**src/source/decFz_consts.svh**
```systemverilog
`ifndef DECFZ_CONSTS_SVH
`define DECFZ_CONSTS_SVH

// special register ids
`define GR_ZZR 6'h3F
`define GR_IMM 6'h3E
`define GR_DLR 6'h30
`define GR_PC 6'h31
`define GR_GBR 6'h32

// condition field value for always
`define IXC_AL 2'b00

// register fields
`define FLD_N 7:4
`define FLD_M 3:0
`define FLD_O 23:20

// extension bits
`define BIT_Q 27
`define BIT_N 26
`define BIT_M 25
`define BIT_I 24

// F-block marker, all ones for a valid F word
`define FLD_FX 15:13

// block and minor op fields
`define FLD_BLK 11:8
`define FLD_MINOR 31:28
`define FLD_SUBMINOR 19:16

`endif

```
**src/source/decFzPkg.sv**
```systemverilog
package decFzPkg;

	typedef logic [31:0] istrWord_t;
	typedef logic [5:0] regId_t;
	typedef logic [32:0] immVal_t;

	// condition in the top 2 bits, major op below
	typedef logic [7:0] uCmd_t;
	typedef logic [7:0] uIxt_t;
	typedef logic [5:0] uCmdIx_t;

	typedef enum logic [5:0] {
		NMID_NOP = 6'h00,
		NMID_INVOP = 6'h01,
		NMID_MOV_MR = 6'h02,
		NMID_LEA_MR = 6'h03,
		NMID_ALU3 = 6'h04,
		NMID_MOV_IR = 6'h05
	} opNmid_e;

	typedef enum logic [3:0] {
		FORM_INV,
		FORM_REGREG,
		FORM_REGIMMREG,
		FORM_LDREGDISPREG,
		FORM_IMM12Z,
		FORM_IMM12N
	} opForm_e;

	typedef enum logic [2:0] {
		ITY_SB,
		ITY_UW,
		ITY_NW
	} opIty_e;

	// access size and signedness of a memory op
	typedef enum logic [2:0] {
		BTY_SB = 3'd0,
		BTY_SW = 3'd1,
		BTY_SL = 3'd2,
		BTY_SQ = 3'd3,
		BTY_UB = 3'd4,
		BTY_UW = 3'd5,
		BTY_UL = 3'd6,
		BTY_UQ = 3'd7
	} opBty_e;

	localparam uCmdIx_t UCIX_ADD = 6'h00;
	localparam uCmdIx_t UCIX_SUB = 6'h01;
	localparam uCmdIx_t UCIX_AND = 6'h05;
	localparam uCmdIx_t UCIX_OR = 6'h06;
	localparam uCmdIx_t UCIX_XOR = 6'h07;
	localparam uCmdIx_t UCIX_LDIX = 6'h00;

endpackage

```
**src/source/decOpCtrl.sv**
```systemverilog
`timescale 1ns/1ps

`include "decFz_consts.svh"

module decOpCtrl import decFzPkg::*; (
	input logic clock,
	input logic rstN,
	input logic istrValid,
	input istrWord_t istrWord,
	input regId_t regN,
	input regId_t regM,
	input regId_t regO,
	input logic rmIsBase,
	input immVal_t imm,
	output istrWord_t stageWord,
	output opForm_e stageForm,
	output opIty_e stageIty,
	output logic idValid,
	output regId_t idRegN,
	output regId_t idRegM,
	output regId_t idRegO,
	output immVal_t idImm,
	output uCmd_t idUCmd,
	output uIxt_t idUIxt,
	output logic idInvalid
);

	logic exQ;
	logic aluHit;
	opForm_e nextForm;
	opIty_e nextIty;
	opBty_e nextBty;
	opNmid_e nextNmid;
	uCmdIx_t nextIx;

	logic stageValid;
	opBty_e stageBty;
	opNmid_e stageNmid;
	uCmdIx_t stageIx;

	uCmd_t packCmd;
	uIxt_t packIxt;

	assign exQ = istrWord[`BIT_Q];

	// stage 1 classification
	always_comb begin
		nextForm = FORM_INV;
		nextIty = ITY_SB;
		nextBty = BTY_SB;
		nextNmid = NMID_INVOP;
		nextIx = UCIX_ADD;
		aluHit = 1'b0;
		casez (istrWord[`FLD_BLK])
			4'b0z00: begin
				if (istrWord[`FLD_MINOR] == 4'h1) begin
					aluHit = 1'b1;
					case (istrWord[`FLD_SUBMINOR])
						4'h0: nextIx = UCIX_ADD;
						4'h1: nextIx = UCIX_SUB;
						4'h5: nextIx = UCIX_AND;
						4'h6: nextIx = UCIX_OR;
						4'h7: nextIx = UCIX_XOR;
						default: aluHit = 1'b0;
					endcase
				end
				if (aluHit) begin
					nextNmid = NMID_ALU3;
					nextForm = FORM_REGREG;
				end
			end
			4'b0z01: begin
				case (istrWord[`FLD_MINOR])
					4'h0, 4'h1, 4'h2, 4'h3: begin
						// Q clear here is a store
						if (exQ) begin
							nextNmid = NMID_LEA_MR;
							nextForm = FORM_LDREGDISPREG;
							nextBty = opBty_e'({1'b0, istrWord[29:28]});
						end
					end
					4'h8, 4'h9, 4'hA, 4'hB: begin
						nextNmid = NMID_MOV_MR;
						nextForm = FORM_LDREGDISPREG;
						case (istrWord[29:28])
							2'd0: nextBty = exQ ? BTY_UB : BTY_SB;
							2'd1: nextBty = exQ ? BTY_UW : BTY_SW;
							2'd2: nextBty = exQ ? BTY_UL : BTY_SL;
							default: nextBty = exQ ? BTY_SQ : BTY_SL;
						endcase
					end
					default: nextForm = FORM_INV;
				endcase
			end
			4'b0z10: begin
				aluHit = 1'b1;
				nextIty = ITY_UW;
				case (istrWord[`FLD_MINOR])
					4'h0: nextIx = UCIX_ADD;
					4'h1: begin
						nextIx = UCIX_ADD;
						nextIty = ITY_NW;
					end
					4'h5: nextIx = UCIX_AND;
					4'h6: nextIx = UCIX_OR;
					4'h7: nextIx = UCIX_XOR;
					default: aluHit = 1'b0;
				endcase
				if (aluHit) begin
					nextNmid = NMID_ALU3;
					nextForm = FORM_REGIMMREG;
				end
			end
			4'hA: begin
				nextNmid = NMID_MOV_IR;
				nextForm = FORM_IMM12Z;
				nextIx = UCIX_LDIX;
			end
			4'hB: begin
				nextNmid = NMID_MOV_IR;
				nextForm = FORM_IMM12N;
				nextIx = UCIX_LDIX;
			end
			default: nextForm = FORM_INV;
		endcase
		if (istrWord[`FLD_FX] != 3'b111) begin
			nextForm = FORM_INV;
		end
	end

	always_ff @(posedge clock) begin
		if (!rstN) begin
			stageValid <= 1'b0;
		end else begin
			stageValid <= istrValid;
		end
	end

	always_ff @(posedge clock) begin
		if (istrValid) begin
			stageWord <= istrWord;
			stageForm <= nextForm;
			stageIty <= nextIty;
			stageBty <= nextBty;
			stageNmid <= nextNmid;
			stageIx <= nextIx;
		end
	end

	// micro-command and micro-index packing
	always_comb begin
		packCmd = {`IXC_AL, stageNmid};
		packIxt = {`IXC_AL, stageIx};
		case (stageForm)
			FORM_LDREGDISPREG: begin
				if (rmIsBase) begin
					packIxt = {`IXC_AL, stageBty[1:0], 1'b1, stageBty[2], 2'b00};
				end else begin
					packIxt = {`IXC_AL, stageBty[1:0], 1'b1, stageBty};
				end
			end
			FORM_INV: begin
				packCmd = {`IXC_AL, NMID_INVOP};
				packIxt = '0;
			end
			default: packIxt = {`IXC_AL, stageIx};
		endcase
	end

	// stage 2, outputs hold between captures
	always_ff @(posedge clock) begin
		if (!rstN) begin
			idValid <= 1'b0;
			idRegN <= `GR_ZZR;
			idRegM <= `GR_ZZR;
			idRegO <= `GR_ZZR;
			idImm <= '0;
			idUCmd <= {`IXC_AL, NMID_NOP};
			idUIxt <= '0;
			idInvalid <= 1'b0;
		end else begin
			idValid <= stageValid;
			if (stageValid) begin
				idRegN <= regN;
				idRegM <= regM;
				idRegO <= regO;
				idImm <= imm;
				idUCmd <= packCmd;
				idUIxt <= packIxt;
				idInvalid <= (stageForm == FORM_INV);
			end
		end
	end

endmodule

```
**src/source/decRegSelect.sv**
```systemverilog
`timescale 1ns/1ps

`include "decFz_consts.svh"

module decRegSelect import decFzPkg::*; (
	input istrWord_t stageWord,
	input opForm_e stageForm,
	input opIty_e stageIty,
	output regId_t regN,
	output regId_t regM,
	output regId_t regO,
	output logic rmIsBase
);

	regId_t dflN;
	regId_t dflM;
	regId_t dflO;

	// low ids and the all-ones id land in the special range unless extended
	function automatic regId_t regDefault(input logic [3:0] fld, input logic ext);
		logic special;
		special = (fld[3:1] == 3'b000) || (fld == 4'hF);
		return {special & !ext, ext, fld};
	endfunction

	assign dflN = regDefault(stageWord[`FLD_N], stageWord[`BIT_N]);
	assign dflM = regDefault(stageWord[`FLD_M], stageWord[`BIT_M]);
	assign dflO = regDefault(stageWord[`FLD_O], stageWord[`BIT_I]);

	always_comb begin
		regN = `GR_ZZR;
		regM = `GR_ZZR;
		regO = `GR_ZZR;
		rmIsBase = 1'b0;
		case (stageForm)
			FORM_REGREG: begin
				// only the SB operand order is decoded
				if (stageIty == ITY_SB) begin
					regN = dflN;
					regM = dflM;
					regO = dflO;
				end
			end
			FORM_REGIMMREG: begin
				regN = dflN;
				regM = dflM;
				regO = `GR_IMM;
			end
			FORM_LDREGDISPREG: begin
				regN = dflN;
				regM = dflM;
				regO = `GR_IMM;
				// R0 base means PC, R1 base means GBR
				if (dflM[4:1] == 4'b0000) begin
					regM = dflM[0] ? `GR_GBR : `GR_PC;
					rmIsBase = 1'b1;
				end
			end
			FORM_IMM12Z, FORM_IMM12N: begin
				regN = `GR_DLR;
				regM = `GR_DLR;
				regO = `GR_IMM;
			end
			default: begin
				regN = `GR_ZZR;
				regM = `GR_ZZR;
				regO = `GR_ZZR;
			end
		endcase
	end

endmodule

```
**src/source/decImmExtend.sv**
```systemverilog
`timescale 1ns/1ps

module decImmExtend import decFzPkg::*; (
	input istrWord_t stageWord,
	input opForm_e stageForm,
	input opIty_e stageIty,
	output immVal_t imm
);

	logic [8:0] imm9;
	logic [23:0] imm24;

	assign imm9 = stageWord[24:16];

	// low byte of the word is the high part of the 24-bit load
	assign imm24 = {stageWord[7:0], stageWord[31:16]};

	always_comb begin
		imm = '0;
		case (stageForm)
			FORM_REGREG: begin
				imm = {28'h0, stageWord[4:0]};
			end
			FORM_LDREGDISPREG: begin
				imm = {24'h0, imm9};
			end
			FORM_REGIMMREG: begin
				if (stageIty == ITY_NW) begin
					imm = {{24{1'b1}}, imm9};
				end else begin
					imm = {24'h0, imm9};
				end
			end
			FORM_IMM12Z: begin
				imm = {9'h000, imm24};
			end
			FORM_IMM12N: begin
				imm = {9'h1FF, imm24};
			end
			default: begin
				imm = '0;
			end
		endcase
	end

endmodule

```
**src/source/decOpFz.sv**
```systemverilog
`timescale 1ns/1ps

module decOpFz import decFzPkg::*; (
	input logic clock,
	input logic rstN,
	input logic istrValid,
	input istrWord_t istrWord,
	output logic idValid,
	output regId_t idRegN,
	output regId_t idRegM,
	output regId_t idRegO,
	output immVal_t idImm,
	output uCmd_t idUCmd,
	output uIxt_t idUIxt,
	output logic idInvalid
);

	istrWord_t stageWord;
	opForm_e stageForm;
	opIty_e stageIty;
	regId_t regN;
	regId_t regM;
	regId_t regO;
	logic rmIsBase;
	immVal_t imm;

	decOpCtrl ctrl_i (
		.clock(clock),
		.rstN(rstN),
		.istrValid(istrValid),
		.istrWord(istrWord),
		.regN(regN),
		.regM(regM),
		.regO(regO),
		.rmIsBase(rmIsBase),
		.imm(imm),
		.stageWord(stageWord),
		.stageForm(stageForm),
		.stageIty(stageIty),
		.idValid(idValid),
		.idRegN(idRegN),
		.idRegM(idRegM),
		.idRegO(idRegO),
		.idImm(idImm),
		.idUCmd(idUCmd),
		.idUIxt(idUIxt),
		.idInvalid(idInvalid)
	);

	// both decode helpers sit inside stage 2 with no added latency
	decRegSelect regSel_i (
		.stageWord(stageWord),
		.stageForm(stageForm),
		.stageIty(stageIty),
		.regN(regN),
		.regM(regM),
		.regO(regO),
		.rmIsBase(rmIsBase)
	);

	decImmExtend immExt_i (
		.stageWord(stageWord),
		.stageForm(stageForm),
		.stageIty(stageIty),
		.imm(imm)
	);

endmodule

```
**config.mk**
```make
export PLATFORM = sky130hd
export DESIGN_NAME = decOpFz
export DESIGN_NICKNAME = d
export VERILOG_FILES = /design/src/source/decFzPkg.sv /design/src/source/decOpCtrl.sv /design/src/source/decRegSelect.sv /design/src/source/decImmExtend.sv /design/src/source/decOpFz.sv
export VERILOG_INCLUDE_DIRS = /design/src /design/src/source
export SDC_FILE = /design/constraint.sdc
export NUM_CORES = 1
export LEC_CHECK = 0
export BUFFER_PORTS_ARGS = -buffer_cell sky130_fd_sc_hd__buf_2
export CAP_MARGIN = 25
export CORE_UTILIZATION = 50
export DETAILED_ROUTE_END_ITERATION = 10
export GPL_TIMING_DRIVEN = 0
export PLACE_DENSITY = 0.79
export SYNTH_ARGS = -nofsm -noshare
export SYNTH_HDL_FRONTEND = slang
export SYNTH_SLANG_ARGS = --single-unit
```
**constraint.sdc**
```tcl
create_clock -name clock -period 2.87 [get_ports clock]
set_input_delay 0.287 -clock clock [delete_from_list [all_inputs] [get_ports clock]]
set_output_delay 0.287 -clock clock [all_outputs]
set_load 0.01 [all_outputs]
```
==> results by group, run 1 <==
Clock tree
  – CTS Buffer Depth: 2
  – Post-CTS setup buffer count: 0
  – Post-CTS sizing: 0
  – Clock H-tree levels: 3
  – Clock-pin slew on the worst setup and hold paths: roughly 90 ps
  – CTS tree: yes
  – Clock Tree Root: clkbuf_8
  – Later-pin clock latency in the skew report: 350 ps
  – # clock sinks: 93
  – # hold bufs at CTS: 0
  – TritonCTS Buffers: 9

Setup path
  – WP data arrival: slightly above 2000 ps
  – R2R Setup Slk: 1070 ps
  – Worst R2R End: ctrl_i.idRegO[5]
  – Max stage delay on crit path: approximately 660 ps
  – Kind of launch point of the worst setup path: flop
  – Reg2reg start: ctrl_i.stageForm[1]
  – FF-to-FF path depth: 4
  – CP max-delay cell: nor4b_2
  – CP Capture Type: flop
  – CP Cell Sequence: clkbuf_1 -> nor4b_2 -> nand2_1 -> o22a_1
  – Worst Path Required: just over 3000 ps
  – Crit Path Max Fanout: 10
  – WS Path Type: flop to flop

Global routing
  – Overall Global Routing Usage: between 20% and 30%
  – Congestion Overflow GR: 0
  – Initial antenna violation count: 0
  – First-pass GRT wire length: approximately 14,000 µm
  – Number of global-route vias before repair: 2,914
  – Pin count of the biggest net entering global routing: 40

STA
  – Hold Slack: about 110 ps
  – Slew @ Worst Pin: around 900 ps
  – Setup TNS: 0 ps
  – Final period util: a little over three fifths
  – Clock skew: roughly 9.6 ps
  – Hold Violations, Final: 0
  – Fin crit period: 1799 ps
  – Slew margin rel.: 41.46%
  – Setup violations, final: 0
  – FMAX: 555.9 MHz
  – Slew Limit Fails: 0
  – RSZ-0062 raised after global routing: false

Route
  – Post-Route WL: approximately 8500 µm
  – Avg WL per Cell: 14.81 µm
  – Top Layer Used: met4
  – DR iter-0 viols: roughly 270
  – Routed met1 length: between 3000 and 4000 µm
  – ANT nets after route: 0
  – Vias per cell: roughly 5.4
  – Met3 wire length: 432 µm
  – Met2 wire len: roughly 4300 µm
  – # DRC: 0
  – DR vias: ~3,100
  – Total iterations of the first detailed-routing run: 5

Floorplan
  – Die area: ~8000 µm²
  – Starting Density: 52.33%
  – Die X: roughly 90 µm
  – Num rows: 31
  – Core area: ~7300 µm²
  – # IOs: between 100 and 150
  – Die height: between 80 and 90 µm

Run
  – Max Cap Viol: 0

Layout
  – Share of post-route cells with drive strength above 1: 29.71%
  – Final core utilization: a little under two thirds
  – Fill cells: between 600 and 700
  – Number of diodes: 0
  – P&R area growth vs syn: 21.17%
  – Nets: a little over 500
  – Fin cells: 577

Synthesis
  – Mapped cell area: 3836 µm²
  – Netlist cell types: 51
  – Synth warnings: 0
  – Avg Inst Size Synth: roughly 11 µm²
  – Register bit total from synthesis: 93
  – Register area share after synthesis: between 50% and 60%
  – Synth top area share: 29.75%
  – Synth Instances: 361
  – Most used DFF post-synth: dfxtp_1
  – Largest cells by area after synthesis: edfxtp_1, dfxtp_1, a21oi_1, buf_4, nor2b_1
  – Post-synth EDFFs: 38
  – FFs w/ async S/R, synth: 0%
  – Cell accounting for the most synthesized area: edfxtp_1

Power and ir drop
  – VDD IR-drop max: 0.0002446 V
  – Static Leak: about 2.0 nW
  – P_sw: about 0.64 mW
  – Clk pwr share: between 30% and 40%
  – Comb power frac: between 10% and 20%
  – Power per cell area: 559.8 nW/µm²
  – Net Sw Frac: 24.45%
  – Total power: between 2 and 3 mW
  – P_int: 1.966 mW
  – Share of power burned in registers: 57.4%

Run status
  – Status: finished clean

Worst hold path
  – Worst Hold Path EP: ctrl_i.stageWord[2]
  – Min-Delay Path Class: input port to flop
  – HP Start: istrWord[2]
  – Worst hold path stage count: 1

Placement
  – Gpl congestion: 0.8035
  – Port Buffers: 95
  – Dpl hpwl: between 6000 and 7000 µm
  – Dpl cells: ~560
-- worst max-delay path, delay by kind of cell, from the launching register on --
kind,cells,cell delay [ps]
buffers and inverters,1,250
AOI/OAI and AO/OA,1,190
DFF,1,470
and+or+nand+nor,2,780
-- how the worst max path moves through the flow --
stage                         from                  end  depth (start not counted)
2_1_floorplan         istrWord[29]  ctrl_i.stageNmid[0]                          5
3_3_place_gp          istrWord[29]  ctrl_i.stageNmid[0]                          6
3_5_place_dp          istrWord[29]  ctrl_i.stageNmid[0]                          6
4_1_cts        ctrl_i.stageForm[1]     ctrl_i.idRegO[5]                          4
5_1_grt          ctrl_i.stageValid     ctrl_i.idRegO[2]                          5
6_report       ctrl_i.stageForm[1]     ctrl_i.idRegO[5]                          4
-- layout by cell type, fill, tap and decap left out, drive strengths merged, types with 3 or more instances in the layout --
cell type  netlist  final
a22o             9      9
nand2           26     26
nor2b           17     17
a211oi           4      4
a21o             5      5
buf             26    121
edfxtp          38     38
a21oi           30     30
nand3           11     11
clkbuf          10     21
nor4b            3      3
nand2b          10     10
dfxtp           55     55
nor2            19     19
or3              4      4
o21ai           29     29
o22ai            8      8
a31oi            3      3
a222oi           4      4
conb             1      7
nand4            6      6
inv             10     13
and2             3      3
nand3b           3      3
-- kinds of logic (layout without fill, tap and decap cells) --
family	count (synthesis)	after routing	share of synthesized area (%)
buf+inv	46	157	6.295
xor+xnor	1	1	0.2284
compound gates	105	105	17.68
flops	93	93	58.45
other cells	1	7	0.09775
simple gates	115	115	17.25
-- cells in the mapped netlist (2+ instances only) --
| cell type | count |
|---|---|
| dfxtp_1 | 55 |
| edfxtp_1 | 38 |
| a21oi_1 | 30 |
| nand2_1 | 26 |
| nor2_1 | 18 |
| nor2b_1 | 17 |
| o21ai_1 | 16 |
| buf_4 | 15 |
| o21ai_0 | 13 |
| nand3_1 | 11 |
| buf_2 | 10 |
| clkbuf_1 | 10 |
| inv_1 | 10 |
| nand2b_1 | 10 |
| a22o_1 | 9 |
| o22ai_1 | 8 |
| nand4_1 | 6 |
| a21o_1 | 5 |
| a211oi_1 | 4 |
| a222oi_1 | 4 |
| or3_1 | 4 |
| a31oi_1 | 3 |
| and2_1 | 3 |
| nand3b_1 | 3 |
| a21boi_0 | 2 |
| and3_1 | 2 |
| nor3b_1 | 2 |
| o211ai_1 | 2 |
| o21bai_1 | 2 |
| or3b_1 | 2 |
-- per-layer routing --
layer	vias up	track usage, %
li1	1511	-
met1	1462	28.36
met2	106	39.05
met3	12	3.199
met4	0	8.802
met5	-	0
-- final cells by class --
class / count / area (µm²) / share of cell area [%]
timing repair buffer: 95 / 475.5 / 10.23
multi-input combinational: 228 / 1375 / 29.58
clock inverter: 5 / 58.81 / 1.265
sequential: 93 / 2242 / 48.24
clock buffer: 11 / 131.4 / 2.826
tap: 99 / 123.9 / 2.665
inverter: 10 / 37.54 / 0.8075
buffer: 36 / 203.9 / 4.388
-- per-stage QoR --
| stage | setup WS (ps) | cell area, µm² |
|---|---|---|
| 4_1_cts | 1097 | 4648 |
| 5_1_grt | 920.7 | 4648 |
| 2_1_floorplan | 1278 | 3859 |
| 3_5_place_dp | 1039 | 4458 |
| 6_report | 1071 | 4648 |
| 3_3_place_gp | 1052 | 4458 |
-- state kept, by name (all words and copies together), names as in the netlist --
register           cells
ctrl_i.idImm          25
ctrl_i.idInvalid       1
ctrl_i.idRegM          6
ctrl_i.idRegN          6
ctrl_i.idRegO          6
ctrl_i.idUCmd          3
ctrl_i.idUIxt          6
ctrl_i.idValid         1
ctrl_i.stageBty        3
ctrl_i.stageForm       3
ctrl_i.stageIty        2
ctrl_i.stageIx         3
ctrl_i.stageNmid       3
ctrl_i.stageValid      1
ctrl_i.stageWord      24
-- power by group through the flow --
stage	combinational [mW]	sequential, mW	clock (mW)
after floorplan	0.148	1.52	0
after global placement	0.262	1.52	0
after detailed placement	0.267	1.52	0
after CTS	0.269	1.49	0.850
after global routing	0.300	1.50	0.904
final	0.270	1.49	0.839
(Power assumes the default switching activity.)
==> inputs of run 2 (changes only) <==
--- a/config.mk
+++ b/config.mk
@@ -6,12 +6,13 @@
 export SDC_FILE = /design/constraint.sdc
 export NUM_CORES = 1
 export LEC_CHECK = 0
+export ABC_AREA = 1
 export BUFFER_PORTS_ARGS = -buffer_cell sky130_fd_sc_hd__buf_2
 export CAP_MARGIN = 25
 export CORE_UTILIZATION = 50
 export DETAILED_ROUTE_END_ITERATION = 10
 export GPL_TIMING_DRIVEN = 0
-export PLACE_DENSITY = 0.79
+export PLACE_DENSITY = 0.78
 export SYNTH_ARGS = -nofsm -noshare
 export SYNTH_HDL_FRONTEND = slang
 export SYNTH_SLANG_ARGS = --single-unit
==> constraint.sdc (replaced) <==
create_clock -name clock -period 1.73 [get_ports clock]
set_input_delay 0.173 -clock clock [delete_from_list [all_inputs] [get_ports clock]]
set_output_delay 0.173 -clock clock [all_outputs]
set_load 0.01 [all_outputs]
==> results by group, run 2 <==
Setup path
  – WS Path Type: flop to flop
  – Worst setup endpoint: ctrl_i.idRegM[0]
  – Worst Path Required: slightly above 2000 ps
  – CP max-delay cell: edfxtp_1
  – WP data arrival: approximately 1800 ps
  – Worst R2R End: ctrl_i.idRegM[0]
  – FF-to-FF path depth: 7
  – CP Cell Sequence: inv_2 -> nand3_2 -> inv_1 -> nand2_1 -> nand3_1 -> nand2_1 -> nand2_1
  – CP Capture Type: flop
  – Critical path startpoint: ctrl_i.stageForm[1]
  – R2R Setup Slk: approximately 250 ps
  – Worst path most repeated cell: nand2_1
  – Crit Path Max Fanout: 10
  – Reg2reg start: ctrl_i.stageForm[1]
  – Kind of launch point of the worst setup path: flop
  – Max stage delay on crit path: 470 ps

Synthesis
  – Cell accounting for the most synthesized area: edfxtp_1
  – Synth top cells by count: nand2_1, dfxtp_1, a21oi_1
  – Register area share after synthesis: a little under three fifths
  – Synth Instances: between 500 and 600
  – Netlist cell types: 27
  – Synth top area share: roughly 28%
  – Largest cells by area after synthesis: edfxtp_1, dfxtp_1, nand2_1, a21oi_1, nand3_1
  – Mapped cell area: slightly above 4000 µm²
  – Dominant cell by count in the synthesized netlist: nand2_1
  – Most used DFF post-synth: dfxtp_1
  – FFs w/ async S/R, synth: 0%
  – Register bit total from synthesis: 93
  – Synth warnings: 0
  – Post-synth EDFFs: 38
  – Avg Inst Size Synth: roughly 8 µm²

Layout
  – Most frequent cells in the layout: nand2_1, buf_2, dfxtp_1, a21oi_1, nand3_1
  – Final core utilization: 64.50%
  – Largest reg by FF count: ctrl_i.idImm
  – P&R area growth vs syn: 23.81%
  – Multi-input combinational cell area: 1495 µm²
  – Flip-flop count of the largest register after layout: 25
  – Top flop regs: ctrl_i.idImm x25, ctrl_i.stageWord x24
  – Most common cell after layout, fill and taps aside: nand2_1
  – Share of post-route cells with drive strength above 1: between 20% and 30%
  – Fill cells: 680
  – FF/Latch Area: 2242 µm²
  – Nets: 663
  – Number of diodes: 0

STA
  – Slew Limit Fails: 0
  – Clock skew: between 9 and 10 ps
  – Slew margin rel.: around two fifths
  – Hold Slack: 16.71 ps
  – Slew @ Worst Pin: a little under 900 ps
  – Setup violations, final: 0
  – Fin crit period: 1480 ps
  – RSZ-0062 raised after global routing: false
  – Hold Violations, Final: 0
  – FMAX: a little under 700 MHz
  – Final period util: between 80% and 90%
  – Setup TNS: 0 ps

Placement
  – Port Buffers: 94
  – Gpl congestion: around 0.89
  – Dpl hpwl: between 7000 and 8000 µm

Clock tree
  – TritonCTS Buffers: 9
  – # hold bufs at CTS: 15
  – CTS Buffer Depth: 2
  – Clock-pin slew on the worst setup and hold paths: about 90 ps
  – Post-CTS setup buffer count: 0
  – Later-pin clock latency in the skew report: ~360 ps
  – Clock Tree Root: clkbuf_8
  – CTS tree: yes
  – Clock H-tree levels: 3
  – # clock sinks: between 90 and 100
  – Post-CTS sizing: 0

Floorplan
  – Core area: slightly below 8000 µm²
  – Num rows: 32
  – Die height: slightly above 90 µm
  – Die area: 8500 µm²
  – Die X: 92.20 µm
  – Starting Density: 52.10%
  – # IOs: about 100

Power and ir drop
  – P_sw: ~1.2 mW
  – Power per cell area: around 890 nW/µm²
  – Comb power frac: 12.4%
  – Net Sw Frac: about a quarter
  – Clk pwr share: 32.1%
  – P_int: 3.298 mW
  – VDD IR-drop max: 0.0004310 V
  – Share of power burned in registers: between 50% and 60%
  – Static Leak: approximately 2.4 nW

Global routing
  – Initial antenna violation count: 0
  – Congestion Overflow GR: 0
  – Overall Global Routing Usage: between 20% and 30%
  – Pin count of the biggest net entering global routing: 40
  – First-pass GRT wire length: between 15,000 and 20,000 µm
  – Number of global-route vias before repair: ~3,400

Run
  – Max Cap Viol: 0

Worst hold path
  – HP Start: istrWord[30]
  – Min-Delay Path Class: input port to flop

Route
  – DR vias: about 3,800
  – Total iterations of the first detailed-routing run: 7
  – DR iter-0 viols: ~350
  – # DRC: 0
  – Vias per cell: between 5 and 6
  – Avg WL per Cell: approximately 13 µm
  – Post-Route WL: 9837 µm
  – ANT nets after route: 0

Run status
  – Status: finished clean
==> run 2: power groups by stage <==
stage / clock [mW] / combinational [mW] / sequential, mW
4_1_cts: 1.46 / 0.552 / 2.49
3_3_place_gp: 0 / 0.509 / 2.53
3_5_place_dp: 0 / 0.524 / 2.54
6_report: 1.44 / 0.556 / 2.49
2_1_floorplan: 0 / 0.298 / 2.54
5_1_grt: 1.56 / 0.622 / 2.50
==> run 2: worst min-delay path by stage <==
stage / to / slack (ps) / cells after the start
floorplan: ctrl_i.stageValid / 270 / 2
global placement: ctrl_i.stageWord[24] / 350 / 1
detailed placement: ctrl_i.stageWord[5] / 350 / 1
CTS: ctrl_i.stageWord[30] / 4 / 1
global route: ctrl_i.stageWord[30] / 0.06 / 1
finish: ctrl_i.stageWord[30] / 20 / 1
==> run 2: cell families (layout without fill, tap and decap cells) <==
family	after synthesis	in the layout	share of synthesized area (%)
DFF	93	93	55.12
and+or+nand+nor	271	271	27.81
other	1	7	0.09219
buffers and inverters	73	198	8.674
AOI/OAI and AO/OA	64	64	8.305
==> run 2: per-stage QoR <==
step	power (mW)	std cells	worst slack (ps)	area, µm²
2_1_floorplan	2.842	508	486.0	4090
3_3_place_gp	3.044	704	282.5	4688
3_5_place_dp	3.063	704	247.5	4688
4_1_cts	4.498	735	266.5	5036
5_1_grt	4.690	735	59.91	5036
6_report	4.487	735	249.7	5036
==> run 2: layout make-up <==
class | instances | share of cell area [%]
multi-input combinational | 342 | 29.69
sequential | 93 | 44.52
buffer | 35 | 4.174
tap | 102 | 2.534
timing repair buffer | 109 | 12.32
clock inverter | 7 | 1.466
inverter | 38 | 2.832
clock buffer | 9 | 2.460
==> run 2: layer usage <==
layer | track usage (%) | part of all wire [%] | vias to the layer above
met5 | 0 | 0 | -
met1 | 31.41 | 43 | 1712
li1 | - | - | 1860
met4 | 13.54 | 2.7 | 0
met2 | 40.30 | 49 | 155
met3 | 3.566 | 5.7 | 24
==> run 2: worst max-delay path: cells and delay by family, from the launching register on <==
kind	cells	cell delay, ps
and+or+nand+nor	5	650
buffers and inverters	2	320
DFF	1	470
==> inputs of run 3 (changes only) <==
--- a/config.mk
+++ b/config.mk
@@ -9,10 +9,9 @@
 export ABC_AREA = 1
 export BUFFER_PORTS_ARGS = -buffer_cell sky130_fd_sc_hd__buf_2
 export CAP_MARGIN = 25
-export CORE_UTILIZATION = 50
+export CORE_UTILIZATION = 25
 export DETAILED_ROUTE_END_ITERATION = 10
-export GPL_TIMING_DRIVEN = 0
-export PLACE_DENSITY = 0.78
+export PLACE_DENSITY = 0.46
 export SYNTH_ARGS = -nofsm -noshare
 export SYNTH_HDL_FRONTEND = slang
 export SYNTH_SLANG_ARGS = --single-unit
==> results by group, run 3 (same netlist as run 2, synthesis figures left out) <==
Run status
  – Status: finished clean

Clock tree
  – Clock Tree Root: clkbuf_16
  – Clock H-tree levels: 3
  – TritonCTS Buffers: 9
  – CTS tree: yes
  – Clock-pin slew on the worst setup and hold paths: about 70 ps
  – CTS Buffer Depth: 2
  – # clock sinks: 93
  – Post-CTS setup buffer count: 0
  – Later-pin clock latency in the skew report: ~340 ps

Layout
  – Share of post-route cells with drive strength above 1: between 20 and 25%
  – FF/Latch Area: roughly 2200 µm²
  – Number of diodes: 0
  – Post-route cell area: 5102 µm²
  – Fill cells: between 1,500 and 2,000
  – Flip-flop count of the largest register after layout: 25
  – Most frequent cells in the layout: nand2_1, buf_2, dfxtp_1, a21oi_1, nand3_1
  – Top flop regs: ctrl_i.idImm x25, ctrl_i.stageWord x24
  – P&R area growth vs syn: 25.44%
  – Most common cell after layout, fill and taps aside: nand2_1
  – Multi-input combinational cell area: between 1000 and 1500 µm²
  – Nets: 630
  – Largest reg by FF count: ctrl_i.idImm

STA
  – Slew Limit Fails: 0
  – Clock skew: about 7.7 ps
  – FMAX: 657.9 MHz
  – Fin crit period: about 1500 ps
  – Setup TNS: 0 ps
  – Setup violations, final: 0
  – Slew @ Worst Pin: roughly 550 ps
  – Slew margin rel.: 62.78%
  – RSZ-0062 raised after global routing: false
  – Hold Violations, Final: 0
  – Final period util: 87.86%
  – Hold Slack: ~15 ps

Floorplan
  – Die area: ~17,000 µm²
  – Starting Density: 25.61%
  – Core area: 15,890 µm²
  – Die X: between 100 and 150 µm
  – # IOs: ~100
  – Die height: 129.6 µm
  – Num rows: 46

Power and ir drop
  – Static Leak: roughly 2.3 nW
  – Power per cell area: 968.8 nW/µm²
  – VDD IR-drop max: ~0.00056 V

Placement
  – DP Area: around 4700 µm²
  – Gpl congestion: between 0.8 and 0.9
  – Port Buffers: 95
  – Dpl hpwl: approximately 8000 µm

Worst hold path
  – HP Start: istrWord[3]
  – Min-Delay Path Class: input port to flop

Setup path
  – Critical path startpoint: ctrl_i.stageForm[2]
  – CP Cell Sequence: inv_2 -> nand3_1 -> nor2_2 -> inv_1 -> o21a_1 -> nand2_1
  – CP Capture Type: flop
  – WS Path Type: flop to flop
  – Kind of launch point of the worst setup path: flop
  – CP max-delay cell: edfxtp_1
  – Max stage delay on crit path: around 460 ps
  – Crit Path Max Fanout: 12
  – WP data arrival: 1800 ps
  – Worst Path Required: roughly 2000 ps
  – Reg2reg start: ctrl_i.stageForm[2]

Global routing
  – Initial antenna violation count: 0
  – First-pass GRT wire length: between 15,000 and 20,000 µm
  – Overall Global Routing Usage: a little over an eighth
  – Number of global-route vias before repair: roughly 3,400
  – Congestion Overflow GR: 0
  – Pin count of the biggest net entering global routing: 40

Route
  – DR iter-0 viols: about 200
  – Vias per cell: around 4.3
  – # DRC: 0
  – ANT nets after route: 0
  – Post-Route WL: between 10,000 and 15,000 µm
  – Avg WL per Cell: between 10 and 15 µm
  – Total iterations of the first detailed-routing run: 4
  – DR vias: 3,541

Run
  – Max Cap Viol: 0
-- run 3: what timing repair did --
action                                 4_1_cts  5_1_grt
endpoints found under the hold margin        4        3
gates resized for setup                      0        0
hold buffers                                 4        3
-- run 3: area by class of cell --
type / count / area share (%)
well taps: 216 / 5.297
repair buffers: 111 / 13.00
flip-flops and latches: 93 / 43.94
inverters: 38 / 2.795
clock buffers: 9 / 4.414
clock inverters: 7 / 1.251
multi-input cells: 342 / 29.30
-- run 3: worst max-delay path: cells and delay by family (launching register included) --
kind	cells	cell delay, ps
AOI/OAI and AO/OA	1	180
DFF	1	460
buffers and inverters	2	300
and+or+nand+nor	3	530
-- run 3: metal layers --
metal  GRT usage (%)  part of all wire [%]  up-vias
met3           2.684                   5.2        5
met2           23.02                    48      105
li1                -                     -     1802
met4           4.104                  0.72        0
met1           16.72                    46     1629
met5               0                     0        -
-- run 3: path summary, 6_finish.rpt --
check | endpoint | slack [ps] | cells past startpoint
setup / recovery | ctrl_i.idRegM[1] | 210 | 6
hold / removal | ctrl_i.stageWord[3] | 10 | 1
setup reg to reg | ctrl_i.idRegM[1] | 210 | 6
hold reg to reg | ctrl_i.idImm[10] | 460 | 2
-- run 3: stage by stage --
stage                     std cells  setup slack (ps)  power [mW]  utilization, %
final                           816             210.1       4.943           32.12
after global routing            816             71.33       5.177           32.12
after CTS                       813             205.6       5.010           31.93
after detailed placement        793             224.6       3.073           29.86
after global placement          793             253.7       3.065           29.86
after floorplan                 508             486.0       2.842               -
-- run 3: power breakdown --
part | leakage [nW] | switching [mW] | internal [mW]
logic | 1.35 | 0.335 | 0.199
clock network | 0.145 | 0.903 | 1.01
registers | 0.818 | 0.0853 | 2.41
total | 2.31 | 1.32 | 3.62
